$ cat src/verilog/periph_pkg.sv
package periph_pkg;

    // register word and addressing.
    typedef logic [15:0] data_t;
    typedef logic [2:0]  reg_addr_t;
    // one strobe bit per register.
    typedef logic [7:0]  reg_sel_t;
    typedef logic [3:0]  prio_t;

    // register map.
    localparam reg_addr_t REG_LEDS       = 3'd0;
    localparam reg_addr_t REG_KEYS       = 3'd1;
    localparam reg_addr_t REG_USTIMER    = 3'd2;
    localparam reg_addr_t REG_MSTIMER    = 3'd3;
    localparam reg_addr_t REG_PWM_DUTY   = 3'd4;
    localparam reg_addr_t REG_EVENT_MASK = 3'd5;
    localparam reg_addr_t REG_EVENT_PRIO = 3'd6;
    localparam reg_addr_t REG_SOFT_EVENT = 3'd7;

    // timing. sysclk is 50 MHz, so 50 cycles make one microsecond.
    localparam int US_DIV     = 50;
    localparam int MS_DIV     = 1000;
    // 50 us period gives a 20 kHz relay drive.
    localparam int PWM_PERIOD = 50;
    localparam int PWM_WIDTH  = 6;

    // divider and duty vectors sized from the constants above.
    typedef logic [$clog2(US_DIV)-1:0] us_cnt_t;
    typedef logic [$clog2(MS_DIV)-1:0] ms_cnt_t;
    typedef logic [PWM_WIDTH-1:0]      duty_t;

    // event indices, most urgent first.
    localparam int EV_POWER_LOST = 0;
    localparam int EV_USTIMER    = 1;
    localparam int EV_MSTIMER    = 2;
    localparam int EV_KEY0       = 3;
    localparam int EV_KEY1       = 4;
    localparam int EV_SOFT0      = 5;
    localparam int EV_SOFT1      = 6;
    localparam int EV_SOFT2      = 7;
    localparam int EV_SOFT3      = 8;
    localparam int NUM_EVENTS    = 9;
    // reported when nothing is pending.
    localparam prio_t EVENT_NONE = 4'd15;

    // register decoder states.
    typedef enum logic {
        IDLE,
        ACK
    } dec_state_t;

endpackage

$ cat src/verilog/reg_bus_if.sv
`timescale 1ns/10ps

// strobe bus between the register decoder and the peripherals.
interface reg_bus_if;
    import periph_pkg::*;

    // one bit pulses for one cycle on an acknowledged write.
    reg_sel_t load;
    // one bit pulses for one cycle on an acknowledged read.
    reg_sel_t read;
    // write data, shared by every register.
    data_t    load_data;

    // the decoder drives everything.
    modport master (
        output load,
        output read,
        output load_data
    );

    // peripherals only listen.
    modport slave (
        input load,
        input read,
        input load_data
    );

endinterface

$ cat src/verilog/wb_reg_decoder.sv
`timescale 1ns/10ps

module wb_reg_decoder (
    input  logic                  sysclk,
    input  logic                  arst_n,
    input  logic                  wb_cyc,
    input  logic                  wb_stb,
    input  logic                  wb_we,
    input  periph_pkg::reg_addr_t wb_adr,
    input  periph_pkg::data_t     wb_dat_i,
    output periph_pkg::data_t     wb_dat_o,
    output logic                  wb_ack,
    reg_bus_if.master             bus,
    input  periph_pkg::data_t     rd_values [8]
);
    import periph_pkg::*;

    dec_state_t state;

    // two clocks per bus cycle, so no wait states are ever needed.
    always_ff @(posedge sysclk or negedge arst_n) begin
        if (!arst_n) begin
            state <= IDLE;
        end else begin
            case (state)
                IDLE: begin
                    if (wb_cyc && wb_stb) begin
                        state <= ACK;
                    end
                end
                ACK: begin
                    // master drops or re-presents after seeing ack.
                    state <= IDLE;
                end
                default: begin
                    state <= IDLE;
                end
            endcase
        end
    end

    // read data is captured in idle so it is valid with ack.
    always_ff @(posedge sysclk) begin
        if (state == IDLE && wb_cyc && wb_stb) begin
            wb_dat_o <= rd_values[wb_adr];
        end
    end

    assign wb_ack = (state == ACK);

    // master holds its inputs until ack, so they are still valid here.
    always_comb begin
        bus.load = '0;
        bus.read = '0;
        if (state == ACK) begin
            if (wb_we) begin
                bus.load[wb_adr] = 1'b1;
            end else begin
                bus.read[wb_adr] = 1'b1;
            end
        end
    end

    // target register takes this word on the edge that ends the ack cycle.
    assign bus.load_data = wb_dat_i;

endmodule

$ cat src/verilog/tick_gen.sv
`timescale 1ns/10ps

module tick_gen (
    input  logic sysclk,
    input  logic arst_n,
    input  logic halt,
    output logic us_tick,
    output logic ms_tick
);
    import periph_pkg::*;

    us_cnt_t us_cnt;
    ms_cnt_t ms_cnt;

    // strobes are gated by halt so time stands still while halted.
    assign us_tick = !halt && (us_cnt == us_cnt_t'(US_DIV - 1));
    assign ms_tick = us_tick && (ms_cnt == ms_cnt_t'(MS_DIV - 1));

    // sysclk divider.
    always_ff @(posedge sysclk or negedge arst_n) begin
        if (!arst_n) begin
            us_cnt <= '0;
        end else if (!halt) begin
            us_cnt <= us_tick ? '0 : us_cnt + 1'b1;
        end
    end

    // microsecond divider, it only moves on a us strobe.
    always_ff @(posedge sysclk or negedge arst_n) begin
        if (!arst_n) begin
            ms_cnt <= '0;
        end else if (us_tick) begin
            ms_cnt <= ms_tick ? '0 : ms_cnt + 1'b1;
        end
    end

endmodule

$ cat src/verilog/cd_timer.sv
`timescale 1ns/10ps

module cd_timer #(
    // selects which load strobe belongs to this timer.
    parameter periph_pkg::reg_addr_t REG_ADDR = periph_pkg::REG_USTIMER
) (
    input  logic              sysclk,
    input  logic              arst_n,
    reg_bus_if.slave          bus,
    input  logic              tick,
    output periph_pkg::data_t value,
    output logic              expired
);
    import periph_pkg::*;

    data_t count;

    // a write wins over a tick in the same cycle.
    always_ff @(posedge sysclk or negedge arst_n) begin
        if (!arst_n) begin
            count <= '0;
        end else if (bus.load[REG_ADDR]) begin
            count <= bus.load_data;
        end else if (tick && count != '0) begin
            // stops at zero, no wrap.
            count <= count - 1'b1;
        end
    end

    assign value = count;

    // zero after reset, so a fresh timer reads as expired.
    assign expired = (count == '0);

endmodule

$ cat src/verilog/cd_pwm.sv
`timescale 1ns/10ps

module cd_pwm (
    input  logic              sysclk,
    input  logic              arst_n,
    reg_bus_if.slave          bus,
    input  logic              us_tick,
    output periph_pkg::data_t duty,
    output logic              pwm_out
);
    import periph_pkg::*;

    duty_t duty_q;
    duty_t period_cnt;

    // only the low bits of the word are kept.
    always_ff @(posedge sysclk or negedge arst_n) begin
        if (!arst_n) begin
            duty_q <= '0;
        end else if (bus.load[REG_PWM_DUTY]) begin
            duty_q <= bus.load_data[PWM_WIDTH-1:0];
        end
    end

    // counts PWM_PERIOD down to 1, one step per microsecond.
    always_ff @(posedge sysclk or negedge arst_n) begin
        if (!arst_n) begin
            period_cnt <= duty_t'(PWM_PERIOD);
        end else if (us_tick) begin
            period_cnt <= (period_cnt == duty_t'(1)) ? duty_t'(PWM_PERIOD) : period_cnt - 1'b1;
        end
    end

    // counter never reaches 0, so duty 0 stays low.
    // duty at PWM_PERIOD or above stays high.
    always_ff @(posedge sysclk or negedge arst_n) begin
        if (!arst_n) begin
            pwm_out <= 1'b0;
        end else begin
            pwm_out <= (period_cnt <= duty_q);
        end
    end

    assign duty = data_t'(duty_q);

endmodule

$ cat src/verilog/event_controller.sv
`timescale 1ns/10ps

module event_controller (
    input  logic              sysclk,
    input  logic              arst_n,
    reg_bus_if.slave          bus,
    input  logic              power_lost,
    input  logic              ustimer_expired,
    input  logic              mstimer_expired,
    input  logic [1:0]        key,
    output periph_pkg::data_t mask_value,
    output periph_pkg::data_t soft_value,
    output periph_pkg::data_t prio
);
    import periph_pkg::*;

    // {key, power_lost} through two flops.
    logic [2:0]                    sync_1;
    logic [2:0]                    sync_2;
    data_t                         mask_q;
    logic [NUM_EVENTS-EV_SOFT0-1:0] soft_q;
    logic [NUM_EVENTS-1:0]         events;
    logic [NUM_EVENTS-1:0]         pending;
    prio_t                         prio_next;
    prio_t                         prio_q;
    logic [1:0]                    soft_idx;

    // idle values are keys released, power present.
    always_ff @(posedge sysclk or negedge arst_n) begin
        if (!arst_n) begin
            sync_1 <= 3'b110;
            sync_2 <= 3'b110;
        end else begin
            sync_1 <= {key, power_lost};
            sync_2 <= sync_1;
        end
    end

    // keys are active low.
    assign events[EV_POWER_LOST]     = sync_2[0];
    assign events[EV_USTIMER]        = ustimer_expired;
    assign events[EV_MSTIMER]        = mstimer_expired;
    assign events[EV_KEY0]           = !sync_2[1];
    assign events[EV_KEY1]           = !sync_2[2];
    assign events[EV_SOFT3:EV_SOFT0] = soft_q;

    assign pending  = events & mask_q[NUM_EVENTS-1:0];
    assign soft_idx = 2'(prio_q - prio_t'(EV_SOFT0));

    // lowest pending index wins.
    always_comb begin
        prio_next = EVENT_NONE;
        for (int i = NUM_EVENTS - 1; i >= 0; i--) begin
            if (pending[i]) begin
                prio_next = prio_t'(i);
            end
        end
    end

    always_ff @(posedge sysclk or negedge arst_n) begin
        if (!arst_n) begin
            mask_q <= '0;
            soft_q <= '0;
            prio_q <= EVENT_NONE;
        end else begin
            prio_q <= prio_next;
            if (bus.load[REG_EVENT_MASK]) begin
                mask_q <= bus.load_data;
            end
            if (bus.load[REG_SOFT_EVENT]) begin
                soft_q <= bus.load_data[NUM_EVENTS-EV_SOFT0-1:0];
            end else if (bus.read[REG_EVENT_PRIO] && prio_q >= prio_t'(EV_SOFT0) &&
                         prio_q < prio_t'(NUM_EVENTS)) begin
                // reading a soft event's priority acknowledges it.
                soft_q[soft_idx] <= 1'b0;
            end
        end
    end

    assign mask_value = mask_q;
    assign soft_value = data_t'(soft_q);
    assign prio       = data_t'(prio_q);

endmodule

$ cat src/verilog/periph_top.sv
`timescale 1ns/10ps

module periph_top (
    input  logic                  sysclk,
    input  logic                  arst_n,
    input  logic                  halt,
    input  logic                  wb_cyc,
    input  logic                  wb_stb,
    input  logic                  wb_we,
    input  periph_pkg::reg_addr_t wb_adr,
    input  periph_pkg::data_t     wb_dat_i,
    output periph_pkg::data_t     wb_dat_o,
    output logic                  wb_ack,
    input  logic [1:0]            key,
    input  logic                  power_lost,
    output logic [7:0]            led,
    output logic                  pwm_out
);
    import periph_pkg::*;

    logic  us_tick;
    logic  ms_tick;
    logic  ustimer_expired;
    logic  mstimer_expired;
    logic [7:0] led_q;
    data_t rd_values [8];

    reg_bus_if bus ();

    wb_reg_decoder u_decoder (
        .sysclk    (sysclk),
        .arst_n    (arst_n),
        .wb_cyc    (wb_cyc),
        .wb_stb    (wb_stb),
        .wb_we     (wb_we),
        .wb_adr    (wb_adr),
        .wb_dat_i  (wb_dat_i),
        .wb_dat_o  (wb_dat_o),
        .wb_ack    (wb_ack),
        .bus       (bus.master),
        .rd_values (rd_values)
    );

    // halt stops every timebase below.
    tick_gen u_ticks (
        .sysclk  (sysclk),
        .arst_n  (arst_n),
        .halt    (halt),
        .us_tick (us_tick),
        .ms_tick (ms_tick)
    );

    // microsecond timer.
    cd_timer #(.REG_ADDR(REG_USTIMER)) u_ustimer (
        .sysclk  (sysclk),
        .arst_n  (arst_n),
        .bus     (bus.slave),
        .tick    (us_tick),
        .value   (rd_values[REG_USTIMER]),
        .expired (ustimer_expired)
    );

    // millisecond timer.
    cd_timer #(.REG_ADDR(REG_MSTIMER)) u_mstimer (
        .sysclk  (sysclk),
        .arst_n  (arst_n),
        .bus     (bus.slave),
        .tick    (ms_tick),
        .value   (rd_values[REG_MSTIMER]),
        .expired (mstimer_expired)
    );

    // power relay drive.
    cd_pwm u_pwm (
        .sysclk  (sysclk),
        .arst_n  (arst_n),
        .bus     (bus.slave),
        .us_tick (us_tick),
        .duty    (rd_values[REG_PWM_DUTY]),
        .pwm_out (pwm_out)
    );

    event_controller u_events (
        .sysclk          (sysclk),
        .arst_n          (arst_n),
        .bus             (bus.slave),
        .power_lost      (power_lost),
        .ustimer_expired (ustimer_expired),
        .mstimer_expired (mstimer_expired),
        .key             (key),
        .mask_value      (rd_values[REG_EVENT_MASK]),
        .soft_value      (rd_values[REG_SOFT_EVENT]),
        .prio            (rd_values[REG_EVENT_PRIO])
    );

    // the LED register is the only state held at this level.
    always_ff @(posedge sysclk or negedge arst_n) begin
        if (!arst_n) begin
            led_q <= '0;
        end else if (bus.load[REG_LEDS]) begin
            led_q <= bus.load_data[7:0];
        end
    end

    assign led = led_q;
    assign rd_values[REG_LEDS] = data_t'(led_q);
    // raw pins, not synchronized.
    assign rd_values[REG_KEYS] = data_t'(key);

endmodule

$ cat config.mk
export PLATFORM = sky130hd
export DESIGN_NAME = periph_top
export DESIGN_NICKNAME = d
export VERILOG_FILES = /design/src/verilog/periph_pkg.sv /design/src/verilog/reg_bus_if.sv /design/src/verilog/wb_reg_decoder.sv /design/src/verilog/tick_gen.sv /design/src/verilog/cd_timer.sv /design/src/verilog/cd_pwm.sv /design/src/verilog/event_controller.sv /design/src/verilog/periph_top.sv
export SDC_FILE = /design/constraint.sdc
export NUM_CORES = 1
export LEC_CHECK = 0
export BUFFER_PORTS_ARGS = -buffer_cell sky130_fd_sc_hd__buf_2
export CORE_AREA = 2 2 120 122
export DETAILED_ROUTE_END_ITERATION = 16
export DIE_AREA = 0 0 122 124
export HOLD_SLACK_MARGIN = 0.05
export SLEW_MARGIN = 15
export SYNTH_ARGS = -nofsm -noshare
export SYNTH_HDL_FRONTEND = slang
export SYNTH_SLANG_ARGS = --single-unit
$ cat constraint.sdc
create_clock -name sysclk -period 4.16 [get_ports sysclk]
set_input_delay 0.208 -clock sysclk [delete_from_list [all_inputs] [get_ports sysclk]]
set_output_delay 0.208 -clock sysclk [all_outputs]
set_load 0.02 [all_outputs]
==> results of run 1 <==
cells in the mapped netlist, drive strengths merged, types with 11 or more instances:
library cell,instances,share of area
dfrtp,89,0.36
nor2,58,0.036
nand2,51,0.031
o21ai,35,0.029
mux2,32,0.059
a21oi,28,0.023
xnor2,27,0.039
clkbuf,21,0.013
a22o,16,0.023
edfxtp,16,0.079
inv,16,0.0098
nand3,16,0.013
ha,15,0.031
buf,14,0.014
nor3,12,0.0098
dfstp,11,0.047
nor4,11,0.013
how the worst max path moves through the flow:
stage / from / slack [ns] / to
finish: u_ustimer.value[0] / 1.43 / u_ustimer.value[6]
global route: u_ticks.us_cnt[1] / 1.11 / u_mstimer.value[14]
CTS: u_ticks.us_cnt[1] / 1.43 / u_mstimer.value[14]
detailed placement: u_ticks.us_cnt[1] / 1.43 / u_mstimer.value[14]
global placement: u_ustimer.value[0] / 1.52 / u_ustimer.value[6]
floorplan: u_ustimer.value[0] / 1.81 / u_ustimer.value[6]
stage by stage:
step	util	total power, W	cells	cell area (um^2)	hold slack [ns]
2_1_floorplan	-	0.002054	586	6113	-0.08759
3_3_place_gp	0.4726	0.002256	789	6484	0.3223
3_5_place_dp	0.4726	0.002278	789	6484	0.3263
4_1_cts	0.5213	0.003746	829	7152	0.05140
5_1_grt	0.5213	0.003909	829	7152	0.06344
6_report	0.5213	0.003734	829	7152	0.06023
final cells by class:
type / instances / share of cell area
clock buffer: 27 / 0.07173
sequential: 116 / 0.4190
multi-input combinational: 419 / 0.4050
clock inverter: 5 / 0.01050
tap: 180 / 0.03149
inverter: 16 / 0.008397
timing repair buffer: 66 / 0.05388
worst register-to-register path, stage by stage (launching register included):
cell                      delay, ns
sky130_fd_sc_hd__dfrtp_1       0.41
sky130_fd_sc_hd__inv_1         0.09
sky130_fd_sc_hd__ha_1          0.14
sky130_fd_sc_hd__or4b_2        0.63
sky130_fd_sc_hd__nor4_2        0.82
sky130_fd_sc_hd__or3b_2        0.27
sky130_fd_sc_hd__xor2_1        0.15
sky130_fd_sc_hd__a21oi_1       0.08
cells by family after synthesis:
kind of cell,share of synthesized area
DFF,0.4902
buffers and inverters,0.03643
xor gates and xnor gates,0.05301
muxes,0.09046
adders and majority gates,0.03070
and+or+nand+nor,0.1772
AOI/OAI and AO/OA,0.1220
power by group through the flow:
stage               registers, W  logic [W]  clock network [W]
CTS                      0.00158   0.000691            0.00147
finish                   0.00159   0.000691            0.00145
detailed placement       0.00160   0.000680                  0
global placement         0.00159   0.000664                  0
global route             0.00162   0.000765            0.00153
floorplan                0.00154   0.000515                  0
registers in the layout, indices dropped and copies added, names as in the netlist, 3 cells and up:
| register | flops |
|---|---|
| u_decoder.wb_dat_o | 16 |
| u_events.mask_value | 16 |
| u_mstimer.value | 16 |
| u_ustimer.value | 16 |
| u_ticks.ms_cnt | 10 |
| led | 8 |
| u_pwm.duty_q | 6 |
| u_pwm.period_cnt | 6 |
| u_ticks.us_cnt | 6 |
| u_events.prio_q | 4 |
| u_events.soft_q | 4 |
| u_events.sync_1 | 3 |
| u_events.sync_2 | 3 |
routing by layer:
metal	track usage	part of all wire	wire length (um)	vias up
met2	0.3516	0.48	7547	163
met5	0	0	0	-
met1	0.3001	0.44	6982	2378
met3	0.04762	0.053	846	31
li1	-	-	-	2210
met4	0.1049	0.029	464	0
==> metrics, run 1 <==
post-route fraction of the period consumed by the critical path=0.6568; residual antenna-violating net count after detailed routing=0; hold-fix buffers at CTS=8; crit-path max FO=10; Hold Path Depth=3; highest cell delay on the worst timing path=0.82 ns; CTS tree=done; WP depth=7; clock period minus final worst setup slack=2.732 ns; LEAKAGE=3.016 nW; global-route congestion overflow total=0; setup TNS after final layout=0 ns; number of buffers and inverters on the critical path=1; total length of routed wires=15840 um; average footprint of a synthesized cell=10.43 um^2; part of the power in the clock network=0.389; global placer's final weighted congestion=0.9174; sink of the worst hold path=u_mstimer.value[15]; endpoint arrival time on the critical path=3.01 ns; number of maximum-capacitance violations=0; Buffers on Ports=53; slowest cell on the critical path=sky130_fd_sc_hd__nor4_2; relative max-transition margin=0.3266; Worst-Margin Slew=1.006 ns; element type at the critical path start=flop; final layout net count=679; number of clock sinks=116; number of CTS-inserted buffers=17; combinational power share=0.185; Clock Skews=0.008223 ns; Area Overhead vs Synth=16.99%; Remaining DRCs=0; IO Count=54; peak clock frequency supported by timing=0.3660 GHz; layout cell share with drive strength beyond 1=0.2404; global router's overall resource usage=0.2247; count of endpoints failing hold in the final timing report=0; most common library cell in the layout ignoring fill and taps=sky130_fd_sc_hd__dfrtp_1; pwr dens=522.1 mW/mm^2; clock slew seen by the registers of the worst setup and hold paths=0.06 ns; primary flip-flop cell chosen by synthesis mapping=sky130_fd_sc_hd__dfrtp_1; most used cells in the layout excluding fill and tap cells=89 x sky130_fd_sc_hd__dfrtp_1, 57 x sky130_fd_sc_hd__nor2_1, 52 x sky130_fd_sc_hd__buf_2; Filler cells=1219; critical path start-end classification=reg -> reg; logic depth of the worst register-to-register path=7; maximum clock path buffer count=2; share of total power in sequential cells=0.426; pre-CTS setup slack=1.433 ns; Die Y=124 um; VDD IR max=0.0003017 V; final slew viol count=0; instance count of the mapped netlist=586; count of different cell masters after synthesis=58; worst r2r src=u_ustimer.value[0]; core area=0.01372 mm^2; H-tree Lvls=4; count of flip-flops with a built-in enable after synthesis=16; net count after synthesis=629; number of storage elements in the synthesis netlist=116; endpoint type of the worst setup path=flop; Die Wd=122 um; drt wl/cell=19.11 um; latest clock arrival within the worst-skew pair=0.42 ns; buffer count from post-CTS setup fixing=0; total area of multi-input combinational cells=0.002897 mm^2; r2r endpoint=u_ustimer.value[6]; Setup violations, final=0; wire length of the first global-routing pass=25210 um; worst min-delay path startpoint=wb_dat_i[15]; switch share=0.2909; vias per inst=5.768; worst min-delay path class=in -> reg; initial antenna violation count=0; run status=finished, final reports clean; vias in the first global route=4595; cells resized by post-CTS repair=0; post-synthesis instance area=0.006113 mm^2; FF+latch area=0.002997 mm^2; floorplan die area=0.01513 mm^2; sequential element share of the synthesized area=0.4902; Row Count=43; CP delay by family, top=simple AND/OR/NAND/NOR gates; list of cells traversed by the critical path=inv_1 -> ha_1 -> or4b_2 -> nor4_2 -> or3b_2 -> xor2_1 -> a21oi_1; Post-synth ARST share=0.8621; Crit path required time=4.44 ns; Initial DRT Pass Iterations=5; total net switching power=0.001086 W; maximum number of pins on one net before global-route repair=67; starting density of the core=0.4456; antenna diode count=0; Final WS setup=1.428 ns; RSZ-0062 raised after global routing=no; Pint=0.002648 W; reg2reg setup slack=1.43 ns; drt initial violations=476; Root Buffer Master=sky130_fd_sc_hd__clkbuf_16; HPWL after detailed placement=11230 um; warnings from Yosys=0; total number of vias=4782
No activity file was read; power rests on OpenSTA's default activity.
==> run 2: changes to the inputs <==
- clock period: 4.16 -> 2.72 ns (I/O delays scaled with it)
==> metrics, run 2 (same netlist as run 1, synthesis figures left out) <==
run status=finished, final reports clean; Row Count=43 (unchanged); initial antenna violation count=0 (unchanged); final layout net count=702 (+3.4%); vias per inst=5.540 (-4.0%); maximum number of pins on one net before global-route repair=58 (-13%); cells resized by post-CTS repair=0 (unchanged); relative max-transition margin=0.4863 (+0.1596); combinational power share=0.187 (+0.002); r2r endpoint=u_ustimer.value[15]; Clock Skews=0.008669 ns (+0.0004466 ns); latest clock arrival within the worst-skew pair=0.43 ns (about the same); element type at the critical path start=flop; non-filler cells, final=852 (+2.8%); CTS tree=done; number of CTS-inserted buffers=17 (unchanged); crit-path max FO=6 (-4); clock slew seen by the registers of the worst setup and hold paths=0.06 ns (about the same); residual antenna-violating net count after detailed routing=0 (unchanged); buffer count from post-CTS setup fixing=0 (unchanged); Pint=0.004011 W (+51%); count of endpoints failing hold in the final timing report=0 (unchanged); Crit path required time=3.00 ns (-1.44 ns); peak clock frequency supported by timing=0.4247 GHz (+16%); hold-fix buffers at CTS=22 (+14); met2 track demand over resource in global routing=0.3565 (+0.004888); worst min-delay path startpoint=wb_dat_i[2]; reg2reg setup slack=0.37 ns (-1.06 ns); core area=0.01372 mm^2 (unchanged); total area of multi-input combinational cells=0.002894 mm^2 (about the same); Die Wd=122 um (unchanged); maximum clock path buffer count=2 (unchanged); Final WS setup=0.3653 ns (-1.062 ns); post-placement cell count=798 (+1.1%); total length of routed wires=15750 um (-0.56%); worst r2r src=u_ustimer.value[2]; Worst-Margin Slew=0.7690 ns (-0.2373 ns); Area Overhead vs Synth=20.79%; VDD IR max=0.0005321 V (+76%); starting density of the core=0.4456 (unchanged); FF+latch area=0.002997 mm^2 (unchanged); logic depth of the worst register-to-register path=5 (-2); pwr dens=780.9 mW/mm^2 (+50%); antenna diode count=0 (unchanged); Root Buffer Master=sky130_fd_sc_hd__clkbuf_16; clock period minus final worst setup slack=2.355 ns (-0.3778 ns); floorplan die area=0.01513 mm^2 (unchanged); Setup violations, final=0 (unchanged); Die Y=124 um (unchanged); RSZ-0062 raised after global routing=no; number of maximum-capacitance violations=0 (unchanged); global-route met1 utilization=0.2979 (-0.002276); LEAKAGE=3.114 nW (+3.2%); part of the power in the clock network=0.391 (+0.002); wire length of the first global-routing pass=25360 um (+0.60%); Filler cells=1237 (+1.5%); total net switching power=0.001756 W (+62%); drt wl/cell=18.49 um (-3.2%); Initial DRT Pass Iterations=5 (unchanged); IO Count=54 (unchanged); critical path start-end classification=reg -> reg; most common library cell in the layout ignoring fill and taps=sky130_fd_sc_hd__dfrtp_1; sink of the worst hold path=u_mstimer.value[2]; H-tree Lvls=4 (unchanged); total number of vias=4720 (-1.3%); layout cell share with drive strength beyond 1=0.2515 (+0.01112); global router's overall resource usage=0.2255 (+0.0007889); share of total power in sequential cells=0.421 (-0.005); HPWL after detailed placement=11110 um (-1.1%); post-route fraction of the period consumed by the critical path=0.8657 (+0.2089); drt initial violations=493 (+3.6%); Remaining DRCs=0 (unchanged); switch share=0.3045 (+0.01359); Buffers on Ports=53 (unchanged); setup TNS after final layout=0 ns (unchanged); endpoint type of the worst setup path=flop; vias in the first global route=4764 (+3.7%); pre-CTS setup slack=0.3770 ns (-1.056 ns); most used cells in the layout excluding fill and tap cells=89 x sky130_fd_sc_hd__dfrtp_1, 58 x sky130_fd_sc_hd__nor2_1, 52 x sky130_fd_sc_hd__buf_2; global-route congestion overflow total=0 (unchanged); endpoint arrival time on the critical path=2.64 ns (-0.37 ns); final slew viol count=0 (unchanged); most crowded layer after global routing=met2; Hold Path Depth=3 (unchanged); worst min-delay path class=in -> reg; worst setup path start=u_ustimer.value[2]; global placer's final weighted congestion=0.8514 (-7.2%); met3 routing resource usage after global routing=0.05128 (+0.003663); number of clock sinks=116 (unchanged)
run 2: cell types whose count changed in the layout (fill, tap and decap cells not counted), sizes merged:
cell	delta
buf	+9
clkbuf	-9
clkinv	+2
clkinvlp	+5
dlygate4sd3	+14
inv	+2
run 2: worst max-delay path: stages (launching register included):
cell and delay [ns]:
sky130_fd_sc_hd__dfrtp_1 0.44, sky130_fd_sc_hd__or4_4 0.58, sky130_fd_sc_hd__or4_1 0.60, sky130_fd_sc_hd__nor4_1 0.35, sky130_fd_sc_hd__xnor2_1 0.16, sky130_fd_sc_hd__a21oi_1 0.08
run 2: power groups by stage:
stage          clock network (W)  registers [W]  logic [W]
3_3_place_gp                   0        0.00243    0.00102
4_1_cts                  0.00230        0.00242    0.00108
5_1_grt                  0.00239        0.00247    0.00120
2_1_floorplan                  0        0.00235   0.000788
6_report                 0.00226        0.00243    0.00108
3_5_place_dp                   0        0.00245    0.00105
run 2: metrics by stage:
step                total power, W  instance area [um^2]  hold slack (ns)    util
floorplan                 0.003142                  6113          -0.1596       -
global placement          0.003454                  6561           0.1785  0.4782
detailed placement        0.003501                  6561           0.1895  0.4782
CTS                       0.005806                  7385          0.06138  0.5383
global route              0.006061                  7385           0.1048  0.5383
finish                    0.005766                  7385          0.07592  0.5383
run 2: worst max-delay path by stage:
stage,endpoint,slack [ns],depth (start not counted)
2_1_floorplan,u_ustimer.value[6],0.37,7
3_3_place_gp,u_ustimer.value[15],0.44,5
3_5_place_dp,u_ustimer.value[15],0.38,5
4_1_cts,u_ustimer.value[15],0.37,5
5_1_grt,u_ustimer.value[15],0.23,5
6_report,u_ustimer.value[15],0.37,5
run 2: area by class of cell:
cell class,count,area share
timing repair buffer,89,0.08201
sequential,116,0.4058
clock inverter,14,0.02067
multi-input combinational,419,0.3919
inverter,16,0.008133
clock buffer,18,0.06100
tap,180,0.03050
run 2: routing by layer:
metal / routed length (um) / part of all wire
met1: 7235 / 0.46
met2: 7524 / 0.48
met3: 675 / 0.043
met4: 316 / 0.020
met5: 0 / 0
